===== src/cfg_net_pkg.sv =====
package cfg_net_pkg;

  // widths that carry a meaning on the packet bus
  typedef logic [7:0]  node_id_t;   // destination id of a packet
  typedef logic [15:0] cfg_data_t;  // packet payload
  typedef logic [7:0]  err_count_t; // bad frame counter, wraps

  // frame layout, sent MSB first on cfg_bit
  //   start(1) | id(8) | data(16) | even parity(1)
  localparam int frame_bits   = 26;
  localparam int payload_bits = $bits(node_id_t) + $bits(cfg_data_t); // id and data

  // every node accepts this id
  localparam node_id_t broadcast_id = 8'hff;

  // node ids along the chain
  localparam node_id_t node0_id = 8'h11;
  localparam node_id_t node1_id = 8'h22;
  localparam node_id_t node2_id = 8'h33;

  // register width kept by each node
  localparam int node0_bits = 16;
  localparam int node1_bits = 8;
  localparam int node2_bits = 4;

  // register contents after reset
  localparam logic [node0_bits-1:0] node0_reset = 16'ha5c3;
  localparam logic [node1_bits-1:0] node1_reset = 8'h3c;
  localparam logic [node2_bits-1:0] node2_reset = 4'h9;

  // receiver FSM
  typedef enum logic {
    rx_idle,  // line idles at zero, waiting for a start bit
    rx_shift  // collecting id, data and parity
  } rx_state_t;

endpackage

===== src/cfg_net_top.sv =====
module cfg_net_top (
  input  logic                                clk,
  input  logic                                rst_n,
  input  logic                                cfg_en,
  input  logic                                cfg_bit,
  output logic [cfg_net_pkg::node0_bits-1:0]  node0_data,
  output logic [cfg_net_pkg::node1_bits-1:0]  node1_data,
  output logic [cfg_net_pkg::node2_bits-1:0]  node2_data,
  output cfg_net_pkg::err_count_t             err_count
);

  // receiver to node 0
  logic                   rx_valid;
  cfg_net_pkg::node_id_t  rx_id;
  cfg_net_pkg::cfg_data_t rx_data;

  // node 0 to node 1
  logic                   hop0_valid;
  cfg_net_pkg::node_id_t  hop0_id;
  cfg_net_pkg::cfg_data_t hop0_data;

  // node 1 to node 2
  logic                   hop1_valid;
  cfg_net_pkg::node_id_t  hop1_id;
  cfg_net_pkg::cfg_data_t hop1_data;

  cfg_frame_rx u_rx (
    .clk       (clk),
    .rst_n     (rst_n),
    .cfg_en    (cfg_en),
    .cfg_bit   (cfg_bit),
    .pkt_valid (rx_valid),
    .pkt_id    (rx_id),
    .pkt_data  (rx_data),
    .err_count (err_count)
  );

  cfg_node #(
    .node_id     (cfg_net_pkg::node0_id),
    .data_bits   (cfg_net_pkg::node0_bits),
    .reset_value (cfg_net_pkg::node0_reset)
  ) u_node0 (
    .clk       (clk),
    .rst_n     (rst_n),
    .in_valid  (rx_valid),
    .in_id     (rx_id),
    .in_data   (rx_data),
    .out_valid (hop0_valid),
    .out_id    (hop0_id),
    .out_data  (hop0_data),
    .data      (node0_data)
  );

  cfg_node #(
    .node_id     (cfg_net_pkg::node1_id),
    .data_bits   (cfg_net_pkg::node1_bits),
    .reset_value (cfg_net_pkg::node1_reset)
  ) u_node1 (
    .clk       (clk),
    .rst_n     (rst_n),
    .in_valid  (hop0_valid),
    .in_id     (hop0_id),
    .in_data   (hop0_data),
    .out_valid (hop1_valid),
    .out_id    (hop1_id),
    .out_data  (hop1_data),
    .data      (node1_data)
  );

  // end of the chain, nothing listens downstream
  cfg_node #(
    .node_id     (cfg_net_pkg::node2_id),
    .data_bits   (cfg_net_pkg::node2_bits),
    .reset_value (cfg_net_pkg::node2_reset)
  ) u_node2 (
    .clk       (clk),
    .rst_n     (rst_n),
    .in_valid  (hop1_valid),
    .in_id     (hop1_id),
    .in_data   (hop1_data),
    .out_valid (),
    .out_id    (),
    .out_data  (),
    .data      (node2_data)
  );

endmodule


===== src/cfg_node.sv =====
module cfg_node #(
  parameter cfg_net_pkg::node_id_t node_id     = 8'h00, // own id
  parameter int                    data_bits   = 8,     // width of the local register
  parameter logic [data_bits-1:0]  reset_value = '0
) (
  input  logic                   clk,
  input  logic                   rst_n,

  // packet bus from the upstream stage
  input  logic                   in_valid,
  input  cfg_net_pkg::node_id_t  in_id,
  input  cfg_net_pkg::cfg_data_t in_data,

  // packet bus to the next node, one cycle later
  output logic                   out_valid,
  output cfg_net_pkg::node_id_t  out_id,
  output cfg_net_pkg::cfg_data_t out_data,

  output logic [data_bits-1:0]   data       // configuration register
);

  logic id_match;

  // own id or broadcast
  assign id_match = in_valid &&
                    ((in_id == node_id) || (in_id == cfg_net_pkg::broadcast_id));

  // relay strobe
  always_ff @(posedge clk or negedge rst_n) begin
    if (!rst_n) begin
      out_valid <= 1'b0;
    end else begin
      out_valid <= in_valid;
    end
  end

  // relay fields, meaningful only with out_valid
  always_ff @(posedge clk) begin
    out_id   <= in_id;
    out_data <= in_data;
  end

  // load on the same edge that relays the strobe
  always_ff @(posedge clk or negedge rst_n) begin
    if (!rst_n) begin
      data <= reset_value;
    end else if (id_match) begin
      data <= in_data[data_bits-1:0]; // keep the low bits only
    end
  end

endmodule


===== src/cfg_frame_rx.sv =====
module cfg_frame_rx (
  input  logic                    clk,
  input  logic                    rst_n,
  input  logic                    cfg_en,    // bits only count while high
  input  logic                    cfg_bit,
  output logic                    pkt_valid,
  output cfg_net_pkg::node_id_t   pkt_id,
  output cfg_net_pkg::cfg_data_t  pkt_data,
  output cfg_net_pkg::err_count_t err_count
);

  cfg_net_pkg::rx_state_t state;

  // counts the bits taken after the start bit, 0 .. frame_bits-2
  logic [$clog2(cfg_net_pkg::frame_bits)-1:0] bit_cnt;

  logic [cfg_net_pkg::payload_bits-1:0] shift_reg; // id then data, MSB first

  logic shifting;   // enabled sample inside a frame
  logic last_bit;   // the parity bit is on the line
  logic frame_done; // parity bit sampled on this edge
  logic parity_ok;

  assign shifting   = cfg_en && (state == cfg_net_pkg::rx_shift);
  assign last_bit   = (bit_cnt == cfg_net_pkg::frame_bits - 2);
  assign frame_done = shifting && last_bit;

  // even parity over id, data and the parity bit itself
  assign parity_ok = ~^{shift_reg, cfg_bit};

  // frame FSM, holds its place while cfg_en is low
  always_ff @(posedge clk or negedge rst_n) begin
    if (!rst_n) begin
      state   <= cfg_net_pkg::rx_idle;
      bit_cnt <= '0;
    end else if (cfg_en) begin
      case (state)
        cfg_net_pkg::rx_idle: begin
          if (cfg_bit) begin // start bit
            state   <= cfg_net_pkg::rx_shift;
            bit_cnt <= '0;
          end
        end
        cfg_net_pkg::rx_shift: begin
          if (last_bit) begin
            state <= cfg_net_pkg::rx_idle; // good or bad, the frame is over
          end else begin
            bit_cnt <= bit_cnt + 1'b1;
          end
        end
        default: begin
          state <= cfg_net_pkg::rx_idle;
        end
      endcase
    end
  end

  // payload bits only, parity never enters the shifter
  always_ff @(posedge clk) begin
    if (shifting && !last_bit) begin
      shift_reg <= {shift_reg[cfg_net_pkg::payload_bits-2:0], cfg_bit};
    end
  end

  // one-cycle strobe for a good frame
  always_ff @(posedge clk or negedge rst_n) begin
    if (!rst_n) begin
      pkt_valid <= 1'b0;
    end else begin
      pkt_valid <= frame_done && parity_ok;
    end
  end

  // packet fields, valid only with the strobe
  always_ff @(posedge clk) begin
    if (frame_done && parity_ok) begin
      {pkt_id, pkt_data} <= shift_reg;
    end
  end

  // bad parity drops the frame and bumps the counter
  always_ff @(posedge clk or negedge rst_n) begin
    if (!rst_n) begin
      err_count <= '0;
    end else if (frame_done && !parity_ok) begin
      err_count <= err_count + 1'b1; // wraps at 256
    end
  end

endmodule


===== config.mk =====
export PLATFORM = sky130hd
export DESIGN_NAME = cfg_net_top
export DESIGN_NICKNAME = d
export VERILOG_FILES = /design/src/cfg_net_pkg.sv /design/src/cfg_net_top.sv /design/src/cfg_node.sv /design/src/cfg_frame_rx.sv
export SDC_FILE = /design/constraint.sdc
export NUM_CORES = 1
export LEC_CHECK = 0
export ABC_AREA = 1
export BUFFER_PORTS_ARGS = -buffer_cell sky130_fd_sc_hd__buf_2
export CAP_MARGIN = 20
export CORE_AREA = 3 3 95 97
export DETAILED_ROUTE_END_ITERATION = 16
export DIE_AREA = 0 0 98 100
export PLACE_DENSITY_LB_ADDON = 0.25
export SYNTH_ARGS = -nofsm -noshare
export SYNTH_HDL_FRONTEND = slang
export SYNTH_SLANG_ARGS = --single-unit

===== constraint.sdc =====
create_clock -name clk -period 4.5 [get_ports clk]
set_clock_uncertainty 0.05 [all_clocks]
set_input_delay 0.45 -clock clk [delete_from_list [all_inputs] [get_ports clk]]
set_output_delay 0.45 -clock clk [all_outputs]
set_load 0.01 [all_outputs]

Word level (Yosys, flattened, before mapping)

Index checks and enable logic that the tools add are counted.

Output and inout port bits: 36
Input port bits: 4
Word-level logic and storage cells: 49
Flip-flop bits (word level): 121

Mux-type cells: 6
Bitwise logic cells: 1
Reduce and logical (&&, ||, !) cells: 15
Add/sub/neg operators: 2
Eq/ne operators: 9

Operators with widths:

| operator                                       | count |
|---|---|
| XNOR reduction 25 bit                          | 1 |
| == test 8 bit (second input constant)          | 3 |
| == test 8 x 6 -> 1 bit (second input constant) | 2 |
| two-way mux 5 bit                              | 2 |
| one-hot mux 5 bit (2 select lines)             | 1 |
| adder 8 x 1 -> 8 bit (second input constant)   | 1 |
| == test 8 x 5 -> 1 bit (second input constant) | 1 |
| logical AND 1 bit                              | 8 |
| adder 5 x 1 -> 5 bit (second input constant)   | 1 |
| == test 5 bit (second input constant)          | 1 |
| != test 2 bit (second input constant)          | 2 |
| logical OR 1 bit                               | 3 |
| AND reduction 3 bit                            | 1 |
| zero test 1 bit                                | 2 |
| two-way mux 1 bit                              | 2 |
| one-hot mux 1 bit (2 select lines)             | 1 |
| NOT 1 bit                                      | 1 |

Logic depth before layout (Yosys ltp)

Depth in word-level cells: 3
Mapped depth: 14
Mapped depth without buffers: 14

Cells and area by module

A second synthesis with hierarchy kept.

Cell total of the unflattened synthesis: 527
Area total of the unflattened synthesis: 5729.2 um^2

Modules (own cells, without submodules):

| module              | times used | cells each | seq. area each (um^2) | area an instance (um^2) |
|---|---|---|---|---|
| cfg_frame_rx        | 1          | 280        | 1816.7                | 2822.7 |
| cfg_node at u_node0 | 1          | 115        | 915.9                 | 1242.4 |
| cfg_node at u_node1 | 1          | 80         | 710.7                 | 923.4 |
| cfg_node at u_node2 | 1          | 52         | 608.1                 | 740.7 |

Least setup slack after synthesis

Ideal clock, no wire load.

Path kind: reg-to-reg
Start point: reg u_rx.shift_reg[7] (netlist bit)
End point: reg u_rx.pkt_data[0] (enable)
Slack: 1.792 ns
Stages on the path, launching flop included: 14
Setup time: 0.406 ns
Data arrival time: 2.252 ns
Buffers on the path: 0
Period minus slack after synthesis: 2.708 ns
Required time: 4.044 ns
Path through: edfxtp_1 nand2_1 inv_1 nor2_1 nand2_1 nand2_1 nand2_1 nand2_1 inv_1 nand2_2 nand2_1 nand2_1 nand2_2 nor2_1

Cells in the longest elaborated chain, start to end: 2

RTL lines:

| element                | line               | RTL |
|---|---|---|
| start, declared        | cfg_frame_rx.sv:17 | `logic [cfg_net_pkg::payload_bits-1:0] shift_reg;` |
| start signal, assigned | cfg_frame_rx.sv:61 | `shift_reg <= {shift_reg[cfg_net_pkg::payload_bits-2:0], cfg_bit};` |
| XNOR reduction 25 bit  | cfg_frame_rx.sv:29 | `assign parity_ok = ~^{shift_reg, cfg_bit};` |
| logical AND 1 bit      | cfg_frame_rx.sv:76 | `if (frame_done && parity_ok) begin` |
| end signal, assigned   | cfg_frame_rx.sv:77 | `{pkt_id, pkt_data} <= shift_reg;` |
| end, declared          | cfg_frame_rx.sv:8  | `output cfg_net_pkg::cfg_data_t pkt_data,` |

Every way passes these cells.
A chain may end at the register's enable or synchronous reset.

Worst setup path in the final report

Start point: reg u_rx.shift_reg[8] (netlist bit)
End point: reg u_rx.pkt_data[15] (enable)

Same word-level chain as after synthesis.

==> flow_results.org <==
** Status
- The flow ran to the end, and the final reports show no timing, DRC or antenna violations.

** Logic synthesis
- Combinational family with the most area after synthesis :: simple AND/OR/NAND/NOR gates
- Synthesis produced a netlist with a net count of 390.
- Number of distinct standard cells referenced by the synthesized netlist :: 31
- Synthesized instance count :: 383
- The synthesized netlist devotes 2.09% of its cell area to XOR and XNOR gates.
- Number of flops mapped to enable cells by yosys :: 48
- Avg Inst Size Synth :: 12.1 um^2
- In the post-synthesis netlist, the biggest area contributors are edfxtp_1, dfrtp_1, dfxtp_1.
- Share of synthesized area spent on multiplexers :: 7.64%
- Summing every instance area after synthesis gives 0.00462 mm^2.
- The commonest cells after synthesis are nand2_1, edfxtp_1, inv_1.
- The synthesized netlist devotes 1.06% of its cell area to compound gates.
- Of the post-synthesis cell area, the dominant cell type holds 31.2%.
- Cell type with the largest total area after synthesis :: edfxtp_1
- For this run, the leading register cell type out of synthesis is edfxtp_1.
- Proportion of register bits with asynchronous set or reset after synthesis :: 37.2%
- By instance count, the leading cell after synthesis is nand2_1.
- The synthesized netlist devotes 16.3% of its cell area to simple gates.
- Total of flip-flops plus latches after synthesis :: 121
- Yosys printed 0 warnings.
- Area share of fa/ha/maj cells after synthesis :: 0.813%
- Seq/Total Area, Yosys :: 68.1%

** Critical path
- The largest single stage delay on the critical path is 0.52 ns.
- Critical-path top delay cell :: nor2_2
- For the worst setup path, the data required time is 4.65 ns.
- Endpoint arrival time on the critical path :: 2.65 ns
- Traced cell by cell, the critical path runs through nand2_1 > inv_1 > nor2_1 > nand2_1 > nand2_1 > nand2_1 > nand2_1 > inv_1 > nand2_2 > nand2_1 > nand2_1 > nand2_2 > nor2_2 > buf_8.
- Kind of capture point of the worst setup path :: flop
- Largest fanout on the critical path :: 16
- Grouping stages by cell kind, the critical path spends the most delay in simple AND/OR/NAND/NOR gates.
- Sum of buffers and inverters on the critical path :: 3
- Cell type with the highest occurrence count on the critical path :: nand2_1
- Category of the worst setup path launch point :: flop
- The critical path in this run is classified as flop to flop.

** Power
- Across the VDD grid, the largest voltage drop is 345 uV.
- Cell internal power was estimated by the tool at 2.04 mW.
- For this design the static power due to leakage is 2.67 nW.
- Power Density :: 486 mW/mm^2
- Net switching is 23.7% of the power.
- The clock network accounts for 44.9% of the total power.
- Of the total power, registers draw 46.9%.
- In this run, the combinational gates consume 8.2% of the power.
- Overall power consumption :: 2.68 mW
- Reported net switching power :: 634 uW

** Final layout
- Final Instance Area :: 0.00551 mm^2
- The number of antenna diodes in the final layout is 0.
- Area added between synthesis and finish :: 19.2%
- Proportion of layout cells with a drive suffix above 1 :: 27.5%
- Sequential Area :: 0.00315 mm^2
- In the final layout, the multi-input gates occupy 0.00129 mm^2.
- Fin util :: 67.0%
- Number of filler instances in the final layout :: 592
- The register with the most flip-flops in the layout has 24 of them.
- At the end of the flow, the number of nets in the layout was 449.
- Post-layout instance count excluding filler cells :: 560

** Clocking
- Clock tree synthesis inserted a total of 17 buffers.
- Number of buffers inserted by post-CTS setup repair :: 0
- After clock tree synthesis, the clock-pin slew on the worst setup and hold paths is 0.05 ns.
- Post-cts resize count :: 0
- In this run, post-CTS hold repair placed 0 buffers.
- Cell at the root of the clock tree :: clkbuf_8
- The tree built by TritonCTS fans out to 121 sinks.
- CTS H-tree lvls :: 4
- CTS tree :: built
- Insertion delay to the later sink of the worst-skew pair :: 0.50 ns
- In this run the deepest clock path goes through 2 buffers.

** Routing
- In the routed design, unresolved DRC markers number 0.
- Via Count :: 2795
- Initial drt markers :: 80
- Antenna-violating nets left :: 0
- Dividing the detail-routed via count by the number of cells gives 4.99.
- After detailed routing, the average wire length per cell comes to 13.3 um.
- First-pass iteration count of the detailed router :: 4
- Summed over all layers, the routed wires come to 7.46 mm.

** Die
- Pin placement for this block handled 40 I/O pins.
- DIE AREA :: 0.00980 mm^2
- The region available for standard cell placement spans 0.00822 mm^2.
- Measured along the x axis, the die boundary spans 98 um.
- Once the floorplan was initialized, standard cells occupied 56.2% of the core.
- FP Rows :: 33
- The die is 100 um tall.

** Timing
- The count of final max-slew check failures is 0.
- Setup slack of the critical path after layout :: 2.01 ns
- Final-report hold violation count :: 0
- Setup repair after global routing left no endpoint under its margin.
- Clock period minus final worst setup slack :: 2.49 ns
- Dividing the final minimum period by the clock period gives 55.4%.
- Based on the critical path, the design can be clocked at up to 0.401 GHz.
- Final setup violation count :: 0
- Max-Slew Margin vs Limit :: 57.7%
- Final hold analysis gives a worst-case slack of 0.135 ns.
- Setup TNS after final layout :: 0 ns
- Slew @ Worst Pin :: 0.634 ns

** Global route
- Maximum number of pins on one net before global-route repair :: 46
- In the global route stage, overall resource usage came out at 17.4%.
- The via count of the first global-routing pass is 2895.
- After global routing the overflow that remains totals 0.
- First-pass GRT wire length :: 13.2 mm
- Antenna violations before repair :: 0

** Placed design
- Count of placed standard cells including taps :: 526
- During placement, the flow inserted port buffers numbering 39.
- Routability-driven placement finished with a final weighted congestion of 0.769.
- The wire-length estimate of the detail-placed layout is 4.90 mm.
- Instance area at placement :: 0.00493 mm^2
- Worst slack at placement :: 1.99 ns

** Run
- Across the run, the number of max-cap violations was 0.

** Min path
- Worst Hold Class :: input port to flop
power groups by stage:
stage	clock network [mW]	registers, mW	logic, mW
floorplan	0	1.26	0.169
global placement	0	1.27	0.208
detailed placement	0	1.27	0.217
CTS	1.22	1.26	0.221
global route	1.27	1.26	0.264
finish	1.20	1.26	0.220
routing by layer:
metal / share of wire [%] / vias up / wire length [um] / global-route usage (%)
li1: - / 1389 / - / -
met2: 48 / 48 / 3610 / 28.2
met3: 4.5 / 11 / 333 / 5.21
met4: 1.5 / 0 / 114 / 8.41
met5: 0 / - / 0 / 0
met1: 46 / 1347 / 3400 / 21.4
cells in the final DEF, fill, tap and decap left out, drive strengths merged:
| cell type | instances |
|---|---|
| mux2 | 28 |
| nor2 | 6 |
| buf | 41 |
| edfxtp | 48 |
| nor3 | 6 |
| a21oi | 2 |
| nor4 | 4 |
| dfstp | 14 |
| dfxtp | 28 |
| dlygate4sd3 | 1 |
| xnor2 | 5 |
| clkinv | 4 |
| ha | 3 |
| or2 | 1 |
| clkbuf | 25 |
| inv | 44 |
| nor3b | 2 |
| nand3 | 21 |
| nand4 | 7 |
| dfrtp | 31 |
| o21ai | 7 |
| xor2 | 6 |
| nand2 | 121 |
kinds of logic after synthesis:
logic type	after synthesis
and+or+nand+nor	168
DFF	121
buffers and inverters	43
muxes	28
xor gates and xnor gates	11
AOI/OAI and AO/OA	9
adders and majority gates	3
area by class of cell:
| cell class | count | area share, % |
|---|---|---|
| Inverter | 41 | 2.80 |
| Timing Repair Buffer | 42 | 4.36 |
| Clock buffer | 25 | 9.18 |
| Sequential cell | 121 | 57.1 |
| Clock inverter | 7 | 0.705 |
| Tap cell | 105 | 2.39 |
| Multi-Input combinational cell | 219 | 23.4 |
final timing paths:
kind / slack (ns) / cells past startpoint / end / start
max: 2.01 / 14 / u_rx.pkt_data[15] / u_rx.shift_reg[8]
min: 0.13 / 1 / u_rx.shift_reg[0] / cfg_bit
max reg2reg: 2.01 / 14 / u_rx.pkt_data[15] / u_rx.shift_reg[8]
min reg2reg: 0.30 / 0 / u_node1.out_data[2] / u_node0.out_data[2]
max in group asynchronous: 3.58 / 3 / u_node0.data[6] / rst_n
min in group asynchronous: 0.28 / 2 / u_node0.data[12] / rst_n
Power figures use the tool's default switching activity.
